`src/rtl/cam_filter_settings.svh`:
```
`ifndef CAM_FILTER_SETTINGS_SVH
`define CAM_FILTER_SETTINGS_SVH

// camera side
`define CAM_BYTE_W    8      // camera data pins
`define RGB565_W      16     // two bytes per pixel
`define RGB444_W      12     // filtered pixel
`define CHAN_W        4      // one filtered channel
`define CHAN_MID      8      // colour detect threshold

// frame buffer, 320 x 240
`define FB_ADDR_W     17
`define FRAME_PIXELS  76800
`define FRAME_CNT_W   16

// register bus
`define APB_ADDR_W    8
`define APB_DATA_W    32
`define REG_MODE_OFS  'h0    // filter mode, rw
`define REG_FRAME_OFS 'h4    // frames seen, ro

`define XCLK_DIV_W    2      // xclk = clk_65mhz / 4

`endif

```
`src/rtl/cam_filter_pkg.sv`:
```
`include "cam_filter_settings.svh"

package cam_filter_pkg;

   ////////////////////
   // vector types
   ////////////////////
   typedef logic [`CAM_BYTE_W-1:0]  cam_byte_t;
   typedef logic [`RGB565_W-1:0]    rgb565_t;    // r 15:11, g 10:5, b 4:0
   typedef logic [`RGB444_W-1:0]    rgb444_t;    // r 11:8, g 7:4, b 3:0
   typedef logic [`CHAN_W-1:0]      chan_t;
   typedef logic [`FB_ADDR_W-1:0]   fb_addr_t;
   typedef logic [`FRAME_CNT_W-1:0] frame_cnt_t;
   typedef logic [`APB_ADDR_W-1:0]  apb_addr_t;
   typedef logic [`APB_DATA_W-1:0]  apb_data_t;

   // 5..7 are stored by the regs but filter as pass
   typedef enum logic [2:0] {
      mode_pass   = 3'd0,
      mode_motion = 3'd1,
      mode_red    = 3'd2,
      mode_green  = 3'd3,
      mode_blue   = 3'd4
   } filter_mode_t;

   typedef enum logic {
      first_byte,    // waiting for high byte
      second_byte    // high byte held, low byte next
   } byte_phase_t;

   ////////////////////
   // bundles
   ////////////////////
   typedef struct packed {
      logic      pclk;
      logic      vsync;
      logic      href;
      cam_byte_t data;
   } cam_bus_t;

   typedef struct packed {
      logic    valid;
      rgb565_t pixel;
   } pixel_beat_t;

   typedef struct packed {
      logic    valid;
      rgb444_t pixel;
   } filt_beat_t;

   typedef struct packed {
      logic     we;
      fb_addr_t addr;
      rgb444_t  data;
   } fb_write_t;

   typedef struct packed {
      logic      psel;
      logic      penable;
      logic      pwrite;
      apb_addr_t paddr;
      apb_data_t pwdata;
   } apb_req_t;

   typedef struct packed {
      logic      pready;
      logic      pslverr;
      apb_data_t prdata;
   } apb_rsp_t;

endpackage

```
`src/rtl/cam_byte_decoder.sv`:
```
`timescale 1ns/1ns

module cam_byte_decoder (
   input  logic                       clk_65mhz,
   input  logic                       reset_in,
   input  cam_filter_pkg::cam_bus_t    cam_synced,
   input  logic                       pclk_rise,
   output cam_filter_pkg::pixel_beat_t pixel_beat,
   output logic                       frame_start
);
   import cam_filter_pkg::*;

   byte_phase_t phase;
   cam_byte_t   high_byte;       // first byte of the pair
   logic        vsync_prev;
   logic        beat_valid;
   rgb565_t     beat_pixel;
   logic        take_byte;

   // a byte is only real while href is up
   assign take_byte = pclk_rise & cam_synced.href;

   always_ff @(posedge clk_65mhz) begin
      if (reset_in) begin
         phase       <= first_byte;
         beat_valid  <= 1'b0;
         vsync_prev  <= 1'b0;
         frame_start <= 1'b0;
      end else begin
         beat_valid  <= 1'b0;                                // one cycle pulse
         vsync_prev  <= cam_synced.vsync;
         frame_start <= cam_synced.vsync & ~vsync_prev;      // vsync rising
         if (!cam_synced.href) begin
            phase <= first_byte;                             // realign every line
         end else if (take_byte) begin
            case (phase)
               first_byte:  phase <= second_byte;
               second_byte: begin
                  phase      <= first_byte;
                  beat_valid <= 1'b1;
               end
               default:     phase <= first_byte;
            endcase
         end
      end
   end

   // byte capture and pixel assembly
   always_ff @(posedge clk_65mhz) begin
      if (take_byte && phase == first_byte) begin
         high_byte <= cam_synced.data;
      end
      if (take_byte && phase == second_byte) begin
         beat_pixel <= {high_byte, cam_synced.data};  // high byte first
      end
   end

   assign pixel_beat = '{valid: beat_valid, pixel: beat_pixel};

endmodule

```
`src/rtl/cam_filter_top.sv`:
```
`timescale 1ns/1ns

module cam_filter_top (
   input  logic                     clk_65mhz,
   input  logic                     reset_in,
   input  cam_filter_pkg::cam_bus_t  cam_pins,
   output logic                     xclk,
   input  cam_filter_pkg::apb_req_t  apb_req,
   output cam_filter_pkg::apb_rsp_t  apb_rsp,
   output cam_filter_pkg::fb_write_t fb_wr      // to the frame buffer ram
);
   import cam_filter_pkg::*;

   cam_bus_t     cam_synced;
   logic         pclk_rise;
   pixel_beat_t  pixel_beat;      // decode -> execute
   logic         frame_start;
   filt_beat_t   filt_beat;       // execute -> result
   frame_cnt_t   frame_count;
   filter_mode_t mode;

   cam_input_sync i_sync (
      .clk_65mhz  (clk_65mhz),
      .reset_in   (reset_in),
      .cam_pins   (cam_pins),
      .cam_synced (cam_synced),
      .pclk_rise  (pclk_rise),
      .xclk       (xclk)
   );

   cam_byte_decoder i_decode (
      .clk_65mhz   (clk_65mhz),
      .reset_in    (reset_in),
      .cam_synced  (cam_synced),
      .pclk_rise   (pclk_rise),
      .pixel_beat  (pixel_beat),
      .frame_start (frame_start)
   );

   pixel_filter i_filter (
      .clk_65mhz  (clk_65mhz),
      .reset_in   (reset_in),
      .pixel_beat (pixel_beat),
      .mode       (mode),
      .filt_beat  (filt_beat)
   );

   frame_writer i_writer (
      .clk_65mhz   (clk_65mhz),
      .reset_in    (reset_in),
      .filt_beat   (filt_beat),
      .frame_start (frame_start),
      .fb_wr       (fb_wr),
      .frame_count (frame_count)
   );

   filter_apb_regs i_regs (
      .clk_65mhz   (clk_65mhz),
      .reset_in    (reset_in),
      .apb_req     (apb_req),
      .apb_rsp     (apb_rsp),
      .frame_count (frame_count),
      .mode        (mode)
   );

endmodule

```
`src/rtl/cam_input_sync.sv`:
```
`timescale 1ns/1ns
`include "cam_filter_settings.svh"

module cam_input_sync (
   input  logic                    clk_65mhz,
   input  logic                    reset_in,
   input  cam_filter_pkg::cam_bus_t cam_pins,    // straight from the pmod pins
   output cam_filter_pkg::cam_bus_t cam_synced,
   output logic                    pclk_rise,
   output logic                    xclk         // drive clock to the camera
);
   import cam_filter_pkg::*;

   cam_bus_t                cam_meta;    // first flop, may go metastable
   logic                    pclk_prev;
   logic [`XCLK_DIV_W-1:0]  xclk_div;

   ////////////////////
   // pin sync
   ////////////////////
   always_ff @(posedge clk_65mhz) begin
      if (reset_in) begin
         cam_meta   <= '0;
         cam_synced <= '0;
         pclk_prev  <= 1'b0;
         pclk_rise  <= 1'b0;
      end else begin
         cam_meta   <= cam_pins;
         cam_synced <= cam_meta;              // two flops on every pin
         pclk_prev  <= cam_synced.pclk;
         // pulse the cycle after synced pclk goes high
         pclk_rise  <= cam_synced.pclk & ~pclk_prev;
      end
   end

   ////////////////////
   // xclk divider
   ////////////////////
   always_ff @(posedge clk_65mhz) begin
      if (reset_in) begin
         xclk_div <= '0;
      end else begin
         xclk_div <= xclk_div + 1'b1;        // free running
      end
   end

   // upper half of the count, high on counts 2 and 3
   assign xclk = xclk_div[`XCLK_DIV_W-1];

endmodule

```
`src/rtl/filter_apb_regs.sv`:
```
`timescale 1ns/1ns
`include "cam_filter_settings.svh"

module filter_apb_regs (
   input  logic                        clk_65mhz,
   input  logic                        reset_in,
   input  cam_filter_pkg::apb_req_t     apb_req,
   output cam_filter_pkg::apb_rsp_t     apb_rsp,
   input  cam_filter_pkg::frame_cnt_t   frame_count,
   output cam_filter_pkg::filter_mode_t mode
);
   import cam_filter_pkg::*;

   logic access;         // second phase of a transfer
   logic hit_mode;
   logic hit_frame;

   assign access    = apb_req.psel & apb_req.penable;
   assign hit_mode  = apb_req.paddr == apb_addr_t'(`REG_MODE_OFS);
   assign hit_frame = apb_req.paddr == apb_addr_t'(`REG_FRAME_OFS);

   ////////////////////
   // mode register
   ////////////////////
   always_ff @(posedge clk_65mhz) begin
      if (reset_in) begin
         mode <= mode_pass;
      end else if (access && apb_req.pwrite && hit_mode) begin
         mode <= filter_mode_t'(apb_req.pwdata[2:0]);   // any 3 bit value kept
      end
   end

   ////////////////////
   // response
   ////////////////////
   always_comb begin
      apb_rsp.pready  = access;                         // never waits
      apb_rsp.pslverr = access & ((~hit_mode & ~hit_frame) |
                                  (apb_req.pwrite & hit_frame)); // frame count is ro
      if (hit_mode) begin
         apb_rsp.prdata = apb_data_t'(mode);
      end else if (hit_frame) begin
         apb_rsp.prdata = apb_data_t'(frame_count);
      end else begin
         apb_rsp.prdata = '0;                           // unmapped reads zero
      end
   end

endmodule

```
`src/rtl/frame_writer.sv`:
```
`timescale 1ns/1ns
`include "cam_filter_settings.svh"

module frame_writer (
   input  logic                      clk_65mhz,
   input  logic                      reset_in,
   input  cam_filter_pkg::filt_beat_t filt_beat,
   input  logic                      frame_start,
   output cam_filter_pkg::fb_write_t  fb_wr,
   output cam_filter_pkg::frame_cnt_t frame_count
);
   import cam_filter_pkg::*;

   localparam fb_addr_t frame_end = fb_addr_t'(`FRAME_PIXELS);

   fb_addr_t wr_addr;       // next address to write
   logic     accept;
   logic     we_q;
   fb_addr_t addr_q;
   rgb444_t  data_q;

   // drop beats once the frame is full
   assign accept = filt_beat.valid & ~frame_start & (wr_addr < frame_end);

   always_ff @(posedge clk_65mhz) begin
      if (reset_in) begin
         wr_addr     <= '0;
         we_q        <= 1'b0;
         frame_count <= '0;
      end else begin
         we_q <= accept;
         if (frame_start) begin
            wr_addr     <= '0;                    // new frame, back to the top
            frame_count <= frame_count + 1'b1;    // wraps
         end else if (accept) begin
            wr_addr <= wr_addr + 1'b1;
         end
      end
   end

   always_ff @(posedge clk_65mhz) begin
      if (accept) begin
         addr_q <= wr_addr;
         data_q <= filt_beat.pixel;
      end
   end

   assign fb_wr = '{we: we_q, addr: addr_q, data: data_q};

endmodule

```
`src/rtl/pixel_filter.sv`:
```
`timescale 1ns/1ns
`include "cam_filter_settings.svh"

module pixel_filter (
   input  logic                        clk_65mhz,
   input  logic                        reset_in,
   input  cam_filter_pkg::pixel_beat_t  pixel_beat,
   input  cam_filter_pkg::filter_mode_t mode,
   output cam_filter_pkg::filt_beat_t   filt_beat
);
   import cam_filter_pkg::*;

   localparam chan_t chan_mid  = chan_t'(`CHAN_MID);
   localparam chan_t chan_full = '1;
   localparam chan_t chan_zero = '0;

   chan_t   red, green, blue;                   // top 4 bits of each 565 field
   chan_t   prev_red, prev_green, prev_blue;
   rgb565_t prev_pixel;                         // last valid pixel, any mode
   rgb444_t filt_next;
   logic    filt_valid;
   rgb444_t filt_pixel;

   function automatic chan_t abs_diff(input chan_t a, input chan_t b);
      abs_diff = (a > b) ? a - b : b - a;
   endfunction

   // hot channel over threshold, both others under it
   function automatic logic only_hot(input chan_t hot, input chan_t c1, input chan_t c2);
      only_hot = (hot > chan_mid) && (c1 < chan_mid) && (c2 < chan_mid);
   endfunction

   assign red        = pixel_beat.pixel[15:12];
   assign green      = pixel_beat.pixel[10:7];
   assign blue       = pixel_beat.pixel[4:1];
   assign prev_red   = prev_pixel[15:12];
   assign prev_green = prev_pixel[10:7];
   assign prev_blue  = prev_pixel[4:1];

   ////////////////////
   // mode select
   ////////////////////
   always_comb begin
      case (mode)
         mode_motion: filt_next = {abs_diff(red, prev_red),
                                   abs_diff(green, prev_green),
                                   abs_diff(blue, prev_blue)};
         mode_red:    filt_next = only_hot(red, green, blue) ?
                                  {chan_full, chan_zero, chan_zero} : '0;
         mode_green:  filt_next = only_hot(green, red, blue) ?
                                  {chan_zero, chan_full, chan_zero} : '0;
         mode_blue:   filt_next = only_hot(blue, red, green) ?
                                  {chan_zero, chan_zero, chan_full} : '0;
         default:     filt_next = {red, green, blue};   // pass, also 5..7
      endcase
   end

   always_ff @(posedge clk_65mhz) begin
      if (reset_in) begin
         filt_valid <= 1'b0;
         prev_pixel <= '0;                      // motion starts against black
      end else begin
         filt_valid <= pixel_beat.valid;
         if (pixel_beat.valid) begin
            prev_pixel <= pixel_beat.pixel;     // held across lines and frames
         end
      end
   end

   always_ff @(posedge clk_65mhz) begin
      if (pixel_beat.valid) begin
         filt_pixel <= filt_next;
      end
   end

   assign filt_beat = '{valid: filt_valid, pixel: filt_pixel};

endmodule
```
`config.mk`:
```
export PLATFORM = sky130hd
export DESIGN_NAME = cam_filter_top
export DESIGN_NICKNAME = d
export VERILOG_FILES = /design/src/rtl/cam_filter_pkg.sv /design/src/rtl/cam_byte_decoder.sv /design/src/rtl/cam_filter_top.sv /design/src/rtl/cam_input_sync.sv /design/src/rtl/filter_apb_regs.sv /design/src/rtl/frame_writer.sv /design/src/rtl/pixel_filter.sv
export VERILOG_INCLUDE_DIRS = /design/src /design/src/rtl
export SDC_FILE = /design/constraint.sdc
export NUM_CORES = 1
export LEC_CHECK = 0
export ABC_AREA = 1
export BUFFER_PORTS_ARGS = -buffer_cell sky130_fd_sc_hd__clkbuf_2
export CORE_ASPECT_RATIO = 0.6
export CORE_MARGIN = 3
export CORE_UTILIZATION = 40
export DETAILED_ROUTE_END_ITERATION = 8
export SYNTH_ARGS = -nofsm -noshare
export SYNTH_HDL_FRONTEND = slang
export SYNTH_HIERARCHICAL = 1
export SYNTH_SLANG_ARGS = --single-unit
```
`constraint.sdc`:
```
create_clock -name clk_65mhz -period 2.3 [get_ports clk_65mhz]
set_input_delay 0.115 -clock clk_65mhz [delete_from_list [all_inputs] [get_ports clk_65mhz]]
set_output_delay 0.115 -clock clk_65mhz [all_outputs]
set_load 0.05 [all_outputs]
```
After elaboration in Yosys (flattened, before gate mapping) --
Index checks and enable logic that the tools add are counted.
Word-level totals: register bits after elaboration 149, bits of input ports 56, output and inout bits 65
Operators by class: add/subtract/negate cells 9, $lt $le $gt $ge 10, equality and inequality tests 5, muxes and demuxes 11, bitwise operators 18, reductions and logical operators 14
Operators with widths (number):
- $pmux W12 S4 | 1
- $mux W32 | 1
- $sub A4 B4 Y4 | 6
- $add A17 B1 Y17 const B | 1
- $lt A17 B17 Y1 const B | 1
- $add A16 B1 Y16 const B | 1
- $mux W16 | 1
- $mux W4 | 4
- $gt A4 B4 Y1 | 3
- $gt A4 B4 Y1 const B | 3
- $lt A4 B4 Y1 const B | 3
- $mux W12 | 1
- $logic_and A1 B1 Y1 | 10
- $and A1 B1 Y1 | 9
- $eq A8 B3 Y1 const B | 1
- $logic_not A8 Y1 | 1
- $mux W8 | 1
- $not A1 Y1 | 8
- $eq A3 B2 Y1 const B | 2
- $reduce_or A2 Y1 | 2
- $eq A3 B1 Y1 const B | 1
- $eq A3 B3 Y1 const B | 1
- $reduce_or A3 Y1 | 1
- $add A2 B1 Y2 const B | 1
- 3 further kinds | 3

Longest topological paths before layout --
Gate-level depths: netlist of the first run.
word-level depth 5, depth in mapped cells 12

Hierarchy --
The synthesis of the first run kept the hierarchy.
By module, submodules not included:
- frame_writer | times used 1, cells an instance 302, area an instance 2757.6 µm²
- pixel_filter | times used 1, cells an instance 266, area an instance 2011.9 µm²
- cam_byte_decoder | times used 1, cells an instance 43, area an instance 865.8 µm²
- cam_input_sync | times used 1, cells an instance 82, area an instance 757.0 µm²
- filter_apb_regs | times used 1, cells an instance 89, area an instance 626.9 µm²

Worst setup path before layout of the first run --
No wires, ideal clock.
path type register to register, start point reg i_decode.beat_pixel[7], end point reg i_filter.filt_pixel[7], data pin, setup time 0.253 ns, data arrival time 1.509 ns, data required time 2.047 ns, slack 0.538 ns, stages on the path, launching flop included 10, buffers on the path 0, clock period less this slack 1.762 ns, cells stage by stage edfxtp_1 inv_1 ha_1 fa_1 o21ai_2 nand2_1 inv_1 nand2_1 nand3_1 nand2_1
On the way: word-level cells in the longest chain between the ends 5, elaborated cells on any way between the ends 9
Ends and longest elaborated chain:
- from (decl) | line cam_byte_decoder.sv:17 | rgb565_t beat_pixel;
- from (signal assigned) | line cam_byte_decoder.sv:54 | beat_pixel <= {high_byte, cam_synced.data};
- $gt A4 B4 Y1 | line pixel_filter.sv:30 | only_hot = (hot > chan_mid) && (c1 < chan_mid) && (c2 < chan_mid);
- $logic_and A1 B1 Y1 (2 in series) | line pixel_filter.sv:30
- $mux W8 | line pixel_filter.sv:50 | mode_green: filt_next = only_hot(green, red, blue) ?
- $pmux W12 S4 * | line pixel_filter.sv:44 | case (mode)
- net i_filter.filt_next[7] | line pixel_filter.sv:20 | rgb444_t filt_next;
- to (signal assigned) | line pixel_filter.sv:72 | filt_pixel <= filt_next;
- to (decl) | line pixel_filter.sv:22 | rgb444_t filt_pixel;
Mark *: on every way through the listed nets, which the timed path passes. The rest lies on a longest branch. A chain may end at the register's enable or synchronous reset.

Worst setup path after layout of the first run --
Same ends and word-level chain as after synthesis.

==> results of run 1 <==
[critical path, cell delays in order (launching register included)]
cell and delay (ns):
edfxtp_1 0.40, inv_1 0.10, ha_1 0.25, fa_1 0.42, o21ai_2 0.19, nand2_1 0.13, inv_1 0.07, nand2_1 0.04
nand3_1 0.07, nand2_1 0.05
[sequential cells by signal (all words and copies together), names as in the netlist]
register and cells:
i_sync/pclk_rise 1, i_writer/frame_count 16, i_filter/prev_pixel 12, i_filter/filt_valid 1, i_sync/cam_meta 11, i_writer/data_q 12, i_regs/mode 3, i_filter/filt_pixel 12
i_sync/cam_synced 11, i_decode/high_byte 7, i_writer/wr_addr 17, i_sync/xclk_div 2, i_writer/addr_q 17, i_decode/beat_valid 1, i_sync/pclk_prev 1, i_decode/phase 1
i_decode/frame_start 1, i_decode/beat_pixel 12, i_decode/vsync_prev 1, i_writer/we_q 1
[area by class of cell]
| type | count | share of cell area (%) |
|---|---|---|
| tap | 228 | 3.55 |
| clock inverter | 12 | 1.52 |
| sequential | 140 | 42.3 |
| inverter | 130 | 6.08 |
| multi-input combinational | 486 | 34.1 |
| timing repair buffer | 92 | 6.75 |
| clock buffer | 20 | 5.69 |
[routing by layer]
metal	track usage [%]	wire (um)
met1	23.1	7450
met2	19.4	4870
met3	4.62	903
met4	3.07	27
met5	0	0
[metrics by stage]
| stage | instance area, um2 | utilization (%) | hold slack [ns] | cells |
|---|---|---|---|---|
| final | 8050 | 48.7 | 0.0341 | 1108 |
| after global routing | 8050 | 48.7 | 0.0614 | 1108 |
| after CTS | 8050 | 48.7 | 0.0236 | 1108 |
| after detailed placement | 7360 | 44.5 | 0.312 | 1065 |
| after global placement | 7360 | 44.5 | 0.307 | 1065 |
| after floorplan | 6930 | - | 0.187 | 792 |
[cells in the final DEF, fill, tap and decap left out, types with 19 or more instances in the layout]
master	instances
nor2_1	94
nand3_1	59
dfxtp_1	80
nand2_1	148
edfxtp_1	60
ha_1	23
a21oi_1	19
clkbuf_2	75
inv_1	125
nor2_4	19
[timing repair]
item | 4_1_cts | 5_1_grt
hold endpoints to repair | 11 | 0
hold buffers | 11 | 0
buffers inserted | 0 | 0
[worst max path at each step]
stage / startpoint / to / slack [ns] / cells after the start
after floorplan: i_decode/beat_pixel[7] / i_filter/filt_pixel[7] / 0.54 / 9
after global placement: i_decode/beat_pixel[12] / i_filter/filt_pixel[11] / 0.39 / 10
after detailed placement: i_decode/beat_pixel[7] / i_filter/filt_pixel[7] / 0.37 / 9
after CTS: i_decode/beat_pixel[7] / i_filter/filt_pixel[7] / 0.36 / 9
after global routing: i_decode/beat_pixel[7] / i_filter/filt_pixel[7] / 0.18 / 9
final: i_decode/beat_pixel[7] / i_filter/filt_pixel[7] / 0.34 / 9
[power groups by stage]
stage          Sequential [uW]  Clock (uW)  Combinational [uW]
2_1_floorplan             2660           0                 156
3_3_place_gp              2660           0                 177
3_5_place_dp              2660           0                 178
4_1_cts                   2610        2740                 193
5_1_grt                   2610        2860                 212
6_report                  2610        2670                 192
==> key figures, run 1 <==
Worst setup path
  • Reg2reg path depth: 9
  • Arrival time of the worst setup path: 2.12 ns
  • R2r setup slk: around 0.34 ns
  • Critical Path End Type: flop
  • Data required time at the worst endpoint: roughly 2.5 ns
  • Crit path launch type: flop
  • Worst-path maximum fanout: 4
  • FF-to-FF End: i_filter/filt_pixel[7]
  • R2R Path Start: i_decode/beat_pixel[7]
  • WS Path Type: reg -> reg

CTS
  • Clk root buf: clkbuf_16
  • CTS H-tree lvls: 4
  • Num CTS Buffers: 17
  • Clk sink count: 140
  • Clock-pin slew on the worst setup and hold paths: around 0.060 ns
  • Post_cts resized: 0
  • Max clock buf depth: 2
  • Clk_lat worst skew: 0.41 ns
  • CTS tree: done

Floorplanning
  • Core ar.: 16500 um2
  • Starting Density: around two fifths
  • Die X: 175 um
  • IO Pins: about 120
  • Die Span Y: about 110 um
  • Die area: 18800 um2
  • Row count: 36

GRT
  • GRT Total Usage: between 10 and 15%
  • Global route overflow: 0
  • Initial antenna violation count: 0
  • Largest net degree at the start of global routing: 45
  • Number of global-route vias before repair: between 4000 and 5000
  • First-pass GRT wire length: roughly 22000 um

Place
  • I/O Buffers: 75
  • Placer Congestion: roughly 0.85
  • Pre-CTS setup slack: 0.367 ns
  • Dpl hpwl: roughly 9700 um

Drt
  • Routed Antenna Nets: 0
  • WL per Instance: roughly 12 um
  • Detailed router's first-iteration violation count: 302
  • Drt drc: 0
  • Vias per cell: approximately 4.4
  • Pre-antenna DRT Iters: 5
  • Via count: 4901
  • Final wirelength: 13300 um

Pwr
  • Cell-internal power: between 4000 and 5000 uW
  • PwrDens: roughly 700 nW/um2
  • Flop pwr share: a little under half
  • Comb power frac: 3.5%
  • Sw frac: 22.6%
  • Worst vdd ir: 0.332 mV
  • Net Switching: 1240 uW
  • P_leak: about 0.0034 uW
  • Total Power: 5470 uW
  • Clock power share: roughly half

Min path
  • Worst hold path type: in -> reg
  • Hold_sp: apb_req[2]
  • Hold Path Sink: i_regs/mode[2]
  • Hold depth: 5

Synth
  • Syn_area_per_cell: ~8.8 um2
  • Mapped cell area: approximately 7000 um2
  • Synthesis Warnings: 6
  • Mapped Cells: 777

Run status
  • Status: finished clean

Timing
  • Post-route setup TNS: 0 ns
  • Tmin final: 1.96 ns
  • Fmax: slightly above 0.5 GHz
  • Final Skew: 0.0131 ns
  • Final Hold Vio Count: 0
  • Final WS setup: approximately 0.34 ns
  • Final setup viols: 0
  • Max_slew headroom: approximately 63%
  • RSZ-0062 raised after global routing: false
  • Slew Viols, Final: 0
  • Worst-Margin Slew: 0.546 ns
  • Final Cycle Share: between 80 and 90%

Cells and area
  • Filler cell count: approximately 1600
  • Nets@finish: roughly 950
  • Diode count: 0
  • Growth of design area from synthesis to finish: 17.1%
  • Share of post-route cells with drive strength above 1: around a fifth
  • Register area: 3400 um2
  • Multi-input logic area: 2750 um2

Job
  • Max Cap Viol: 0
Power figures use the tool's default switching activity.
==> run 2: changes to the inputs <==
ABC_AREA = default   (was 1)
==> run 2 against run 1 <==
Net effect: clock skew decreased by 0.0029 ns; design area shrank 4.3%; power grew 0.88%; core utilization increased by 2.8 points; sequential share of layout area grew 1.9 points; first-iteration DRC count is 17% higher; non-clock buffer count is 18 higher; sequential power barely moved; largest power group unchanged.
==> key figures, run 2 <==
Worst setup path
  • Crit-path leading delay family: compound AO/OA/AOI/OAI gates
  • Critical-path cell list: inv_2 -> ha_4 -> inv_2 -> fa_2 -> a21o_1 -> a21oi_2 -> a41oi_2 -> mux2i_1 -> xor2_1 -> o21ai_1
  • Crit path top cell by count: inv_2
  • Crit path launch type: flop
  • R2r setup slk: 0.02 ns (-0.32 ns)
  • R2R Path Start: i_decode/beat_pixel[12]
  • WS Path Type: reg -> reg
  • FF-to-FF End: i_filter/filt_pixel[10]
  • CP peak stage delay: 0.42 ns (about the same)
  • Critical path's slowest cell: edfxtp_1
  • Arrival time of the worst setup path: 2.42 ns (+0.30 ns)
  • Critical Path End Type: flop
  • CP bufs+invs: 2 (unchanged)
  • Reg2reg path depth: 10 (+1)
  • Stages on worst setup path: 10 (+1)
  • Worst-path maximum fanout: 3 (-1)
  • Data required time at the worst endpoint: 2.44 ns (-0.02 ns)

Timing
  • Slew Viols, Final: 0 (unchanged)
  • Final WS setup: 0.0246 ns (-0.320 ns)
  • Tmin final: 2.28 ns (+0.320 ns)
  • Final Skew: 0.0102 ns (-0.00292 ns)
  • RSZ-0062 raised after global routing: true
  • Fmax: 0.439 GHz (-14%)
  • Final Cycle Share: 98.9% (+14 points)
  • Worst-Margin Slew: 0.622 ns (+0.0760 ns)
  • Max_slew headroom: 58.4% (-5.1 points)
  • Final setup viols: 0 (unchanged)
  • Final Hold Vio Count: 0 (unchanged)

Job
  • Max Cap Viol: 0 (unchanged)

Min path
  • Worst hold path type: in -> reg
  • Hold depth: 3 (-2)
  • Hold_sp: apb_req[2]
  • Hold Path Sink: i_regs/mode[2]

Synth
  • Mapped Cells: 584 (-25%)
  • Mapped cell area: 6340 um2 (-7.7%)
  • Syn_area_per_cell: 10.9 um2 (+23%)
  • Synthesis Warnings: 6 (unchanged)

Place
  • Post-DP Area: 6930 um2 (-5.7%)
  • Pre-CTS setup slack: 0.0228 ns (-0.344 ns)
  • Placer Congestion: 0.849 (-0.60%)
  • I/O Buffers: 75 (unchanged)
  • Dpl hpwl: 9500 um (-2.1%)
  • Placed cell count: 853 (-20%)

CTS
  • Clk root buf: clkbuf_16
  • Clk sink count: 140 (unchanged)
  • Clk_lat worst skew: 0.41 ns (about the same)
  • Max clock buf depth: 2 (unchanged)
  • CTS H-tree lvls: 4 (unchanged)
  • Num CTS Buffers: 17 (unchanged)
  • CTS tree: done
  • Clock-pin slew on the worst setup and hold paths: 0.06 ns (about the same)

GRT
  • Largest net degree at the start of global routing: 44 (-2.2%)
  • Global route overflow: 0 (unchanged)
  • Met3 usage: 4.83% (+0.22 points)
  • Initial antenna violation count: 0 (unchanged)
  • Met2 usage: 21.9% (+2.5 points)
  • Met1 global-route usage: 23.1% (+0.028 points)
  • Most Crowded Layer GR: met1
  • GRT Total Usage: 15.6% (+0.87 points)
  • First-pass GRT wire length: 22200 um (about the same)
  • Number of global-route vias before repair: 4434 (-0.068%)

Floorplanning
  • IO Pins: 121 (unchanged)
  • Core ar.: 15000 um2 (-9.4%)
  • Starting Density: 42.3% (+0.78 points)
  • Die X: 169 um (-3.8%)
  • Die Span Y: 104 um (-3.7%)
  • Row count: 34 (-5.6%)
  • Die area: 17400 um2 (-7.4%)

Cells and area
  • Layout Cell Area excl Fill: 7700 um2 (-4.3%)
  • Registers with the most flip-flops: i_writer/addr_q x17, i_writer/wr_addr x17, i_writer/frame_count x16
  • Final design utilization: 51.4% (+2.8 points)
  • Post-Layout Cell Count: 899 (-19%)
  • Commonest non-fill, non-tap cell in the layout: dfxtp_1
  • Growth of design area from synthesis to finish: 21.5%
  • Register area: 3400 um2 (unchanged)
  • Most frequent cells in the layout: dfxtp_1 (80), clkbuf_2 (75), edfxtp_1 (60)
  • Diode count: 0 (unchanged)
  • Nets@finish: 773 (-19%)
  • Filler cell count: 1354 (-15%)
  • Share of post-route cells with drive strength above 1: 22.3% (+3.0 points)
  • Multi-input logic area: 2640 um2 (-4.0%)

Pwr
  • PwrDens: 716 nW/um2 (+5.4%)
  • P_leak: 0.00300 uW (-11%)
  • Worst vdd ir: 0.669 mV (+100%)

Drt
  • Drt drc: 0 (unchanged)
  • Detailed router's first-iteration violation count: 352 (+17%)
  • Routed Antenna Nets: 0 (unchanged)
  • Via count: 4513 (-7.9%)
  • WL per Instance: 14.5 um (+21%)
  • Pre-antenna DRT Iters: 4 (-1)
  • Vias per cell: 5.02 (+13%)
  • Final wirelength: 13000 um (-1.6%)

Run status
  • Status: finished clean
run 2: how the worst max path moves through the flow:
| stage | startpoint | endpoint | slack [ns] |
|---|---|---|---|
| 2_1_floorplan | i_decode/beat_pixel[12] | i_filter/filt_pixel[10] | 0.20 |
| 5_1_grt | i_decode/beat_pixel[12] | i_filter/filt_pixel[10] | -0.05 |
| 4_1_cts | i_decode/beat_pixel[12] | i_filter/filt_pixel[10] | 0.003 |
| 3_3_place_gp | i_decode/beat_pixel[12] | i_filter/filt_pixel[10] | 0.07 |
| 6_report | i_decode/beat_pixel[12] | i_filter/filt_pixel[10] | 0.02 |
| 3_5_place_dp | i_decode/beat_pixel[12] | i_filter/filt_pixel[10] | 0.02 |
run 2: metal layers:
metal | part of all wire (%) | up-vias
met5 | 0 | -
met3 | 6.3 | 9
met1 | 52 | 2145
met4 | 0.80 | 0
li1 | - | 2213
met2 | 41 | 146
run 2: repair_timing:
action,in CTS,in global routing
buffers inserted,1,0
pin swaps,0,6
endpoints found under the hold margin,13,0
setup endpoints to repair,1,5
gates cloned,0,0
hold buffers,13,0
gates resized for setup,0,10
run 2: per-stage QoR:
stage | TNS (ns) | hold slack [ns] | power [uW]
after floorplan | 0 | 0.179 | 2800
after global routing | -0.0810 | 0.0277 | 5720
after CTS | 0 | 0.00718 | 5580
after global placement | 0 | 0.325 | 2820
after detailed placement | 0 | 0.329 | 2830
final | 0 | 0.0278 | 5520
run 2: where the power goes:
part	switching, uW	internal, uW	leakage [uW]
Combinational	124	58.2	0.00150
Sequential	10.5	2600	0.00120
Clock	1090	1640	0.000292
run 2: area by class of cell:
class / instances / area share (%)
multi-input cells: 381 / 34.2
well taps: 198 / 3.22
repair buffers: 110 / 8.71
clock inverters: 12 / 1.59
clock buffers: 20 / 6.22
inverters: 38 / 1.85
flip-flops and latches: 140 / 44.2
run 2: worst register-to-register path: cells and delay by family (launching register included):
| family | cells | cell delay, ns |
|---|---|---|
| AOI/OAI and AO/OA | 4 | 0.51 |
| xor gates and xnor gates | 1 | 0.21 |
| adders and majority gates | 2 | 0.48 |
| buffers and inverters | 2 | 0.14 |
| DFF | 1 | 0.42 |
| muxes | 1 | 0.24 |
==> run 3: changes to the inputs <==
ABC_AREA = 1   (was default)
SYNTH_HIERARCHICAL = default   (was 1)
==> run 3 against run 2 <==
Net effect: global-route usage shrank 0.49 points; clock power fell by 2%; wire length down 1.4%.
==> key figures, run 3 <==
Run status
  • Status: finished clean

Cells and area
  • Registers with the most flip-flops: i_writer.addr_q x17, i_writer.wr_addr x17, i_writer.frame_count x16
  • Growth of design area from synthesis to finish: 18.9%
  • Diode count: 0 (unchanged)
  • Nets@finish: 902 (+17%)
  • Commonest non-fill, non-tap cell in the layout: nand2_1
  • Share of post-route cells with drive strength above 1: 17.5% (-4.8 points)
  • Post-Layout Cell Count: 1033 (+15%)
  • Most frequent cells in the layout: nand2_1 (122), inv_1 (110), nor2_1 (91)

Synth
  • Cell variety after synth: 39
  • Synthesis-stage register bit count: 140
  • EDFF count, synth: 60
  • Dominant cell by count in the synthesized netlist: nand2_1
  • Mapped cell area: 6460 um2 (+1.9%)
  • Yosys top cell by area: edfxtp_1
  • Main area contributors after synthesis: edfxtp_1 (28%), dfxtp_1 (25%), nand2_1 (7.1%)
  • Syn_area_per_cell: 8.93 um2 (-18%)
  • Top_reg_cell synth: dfxtp_1
  • Post-synth top area share: roughly 28%
  • Commonest cells post-synth: nand2_1 (122), inv_1 (110), nor2_1 (91), dfxtp_1 (80), edfxtp_1 (60)
  • Synthesis Warnings: 0 (-6)
  • Mapped Cells: 723 (+24%)
  • Asr flop ratio synth: 0%
  • Post-synthesis sequential area ratio: a little over half

Min path
  • Hold Path Sink: i_regs.mode[0]
  • Hold depth: 3 (unchanged)
  • Worst hold path type: in -> reg
  • Hold_sp: apb_req[40]

CTS
  • Clk_lat worst skew: 0.41 ns (about the same)
  • Postcts setup bufs: 0 (-1)
  • Num CTS Buffers: 17 (unchanged)
  • Clk root buf: clkbuf_16
  • Max clock buf depth: 2 (unchanged)
  • Clock-pin slew on the worst setup and hold paths: 0.06 ns (about the same)
  • CTS H-tree lvls: 4 (unchanged)
  • Clk sink count: 140 (unchanged)
  • CTS tree: done

Floorplanning
  • Row count: 35 (+2.9%)
  • Die Span Y: 104 um (+0.89%)
  • Core ar.: 15600 um2 (+4.1%)
  • IO Pins: 121 (unchanged)
  • Die X: 170 um (+0.91%)
  • Die area: 17800 um2 (+1.8%)
  • Starting Density: 41.4% (-0.90 points)

Drt
  • Final wirelength: 12900 um (-1.4%)
  • Vias per cell: 4.57 (-9.0%)
  • Via count: 4718 (+4.5%)
  • Drt drc: 0 (unchanged)
  • Routed Antenna Nets: 0 (unchanged)
  • Detailed router's first-iteration violation count: 264 (-25%)
  • Pre-antenna DRT Iters: 6 (+2)
  • WL per Instance: 12.5 um (-14%)

GRT
  • First-pass GRT wire length: 21600 um (-2.6%)
  • Met3 usage: 3.23% (-1.6 points)
  • Global route overflow: 0 (unchanged)
  • Initial antenna violation count: 0 (unchanged)
  • Met2 usage: 19.7% (-2.2 points)
  • Number of global-route vias before repair: 4347 (-2.0%)
  • Most Crowded Layer GR: met1
  • GRT Total Usage: 15.1% (-0.49 points)
  • Largest net degree at the start of global routing: 43 (-2.3%)
  • Met1 global-route usage: 24.4% (+1.3 points)

Timing
  • Post-route setup TNS: 0 ns (unchanged)
  • Max_slew headroom: 55.6% (-2.8 points)
  • RSZ-0062 raised after global routing: false
  • Worst-Margin Slew: 0.666 ns (+0.0439 ns)
  • Final WS setup: 0.280 ns (+0.256 ns)
  • Fmax: 0.495 GHz (+13%)
  • Final setup viols: 0 (unchanged)
  • Hold WS: 0.0341 ns (+0.00626 ns)
  • Tmin final: 2.02 ns (-0.256 ns)
  • Final Skew: 0.00963 ns (-0.000583 ns)
  • Final Hold Vio Count: 0 (unchanged)
  • Final Cycle Share: 87.8% (-11 points)
  • Slew Viols, Final: 0 (unchanged)

Worst setup path
  • Critical path's slowest cell: fa_1
  • WS Path Type: reg -> reg
  • Worst-path maximum fanout: 5 (+2)
  • Crit path launch type: flop
  • R2R Path Start: i_decode.beat_pixel[1]
  • Critical Path End Type: flop
  • CP peak stage delay: 0.46 ns (+0.04 ns)
  • Arrival time of the worst setup path: 2.16 ns (-0.26 ns)
  • Crit path top cell by count: nand2_1
  • R2r setup slk: 0.28 ns (+0.26 ns)
  • Reg2reg path depth: 10 (unchanged)
  • CP bufs+invs: 2 (unchanged)
  • Critical-path cell list: inv_1 -> ha_1 -> inv_1 -> fa_1 -> nand3_1 -> nand2_1 -> nand2_1 -> nand2_1 -> o211ai_1 -> nand3_1
  • FF-to-FF End: i_filter.filt_pixel[2]
  • Data required time at the worst endpoint: 2.44 ns (about the same)
  • Crit-path leading delay family: adder cells

Place
  • Dpl hpwl: 9250 um (-2.6%)
  • Pre-CTS setup slack: 0.303 ns (+0.280 ns)
  • Placer Congestion: 0.842 (-0.85%)
  • Placed cell count: 987 (+16%)
  • I/O Buffers: 75 (unchanged)

Pwr
  • Total Power: 5460 uW (-1.0%)
  • Worst vdd ir: 0.599 mV (-11%)
  • PwrDens: 711 nW/um2 (-0.78%)
  • P_leak: 0.00323 uW (+7.9%)

Job
  • Max Cap Viol: 0 (unchanged)
## run 3: how the worst max path moves through the flow
stage	from	end	slack (ns)	cells past startpoint
6_report	i_decode.beat_pixel[1]	i_filter.filt_pixel[2]	0.28	10
5_1_grt	i_decode.beat_pixel[12]	i_filter.filt_pixel[9]	0.14	10
4_1_cts	i_decode.beat_pixel[1]	i_filter.filt_pixel[2]	0.30	10
3_5_place_dp	i_decode.beat_pixel[12]	i_filter.filt_pixel[9]	0.30	10
3_3_place_gp	i_decode.beat_pixel[12]	i_filter.filt_pixel[11]	0.34	10
2_1_floorplan	i_decode.beat_pixel[1]	i_filter.filt_pixel[2]	0.46	10
## run 3: timing repair
action | 4_1_cts | 5_1_grt
gates resized for setup | 0 | 0
hold buffers | 14 | 0
endpoints found under the hold margin | 14 | 0
## run 3: report_power, final
part | switching, uW | total (uW) | internal, uW | leakage [uW]
sequential | 11.0 | 2610 | 2600 | 0.00120
combinational | 132 | 186 | 54.1 | 0.00174
clock | 1120 | 2670 | 1550 | 0.000293
## run 3: logic make-up (layout without fill, tap and decap cells)
kind of cell	count (synthesis)	after routing	synth area share, %
XOR/XNOR	15	15	2.03
flip-flops	140	140	52.7
other	1	16	0.0581
AO/OA/AOI/OAI	81	81	7.52
AND/OR/NAND/NOR	310	310	21.2
adder cells (fa/ha/maj)	29	29	6.31
buffers and inverters	147	239	10.2
## run 3: area by class of cell
type / count / area (um2)
clock buffers: 19 / 475
clock inverters: 13 / 114
inverters: 113 / 429
fillers: 1435 / 7910
multi-input cells: 451 / 2450
flip-flops and latches: 140 / 3400
repair buffers: 94 / 553
well taps: 203 / 254
## run 3: tightest hold or removal path, stage by stage
cell and delay, ns:
clkbuf_2 0.11, nand4_1 0.10, a21oi_1 0.06
## run 3: routing by layer
metal	share of wire [%]	routed length, um	up-vias
li1	-	-	2497
met1	57	7320	2119
met2	38	4870	96
met3	4.4	572	6
met4	0.75	97	0
met5	0	0	-
## run 3: per-stage QoR
stage	utilization, %	cell area, um2
finish	49.3	7680
global route	49.3	7680
CTS	49.3	7680
detailed placement	44.6	6950
global placement	44.6	6950
floorplan	-	6520
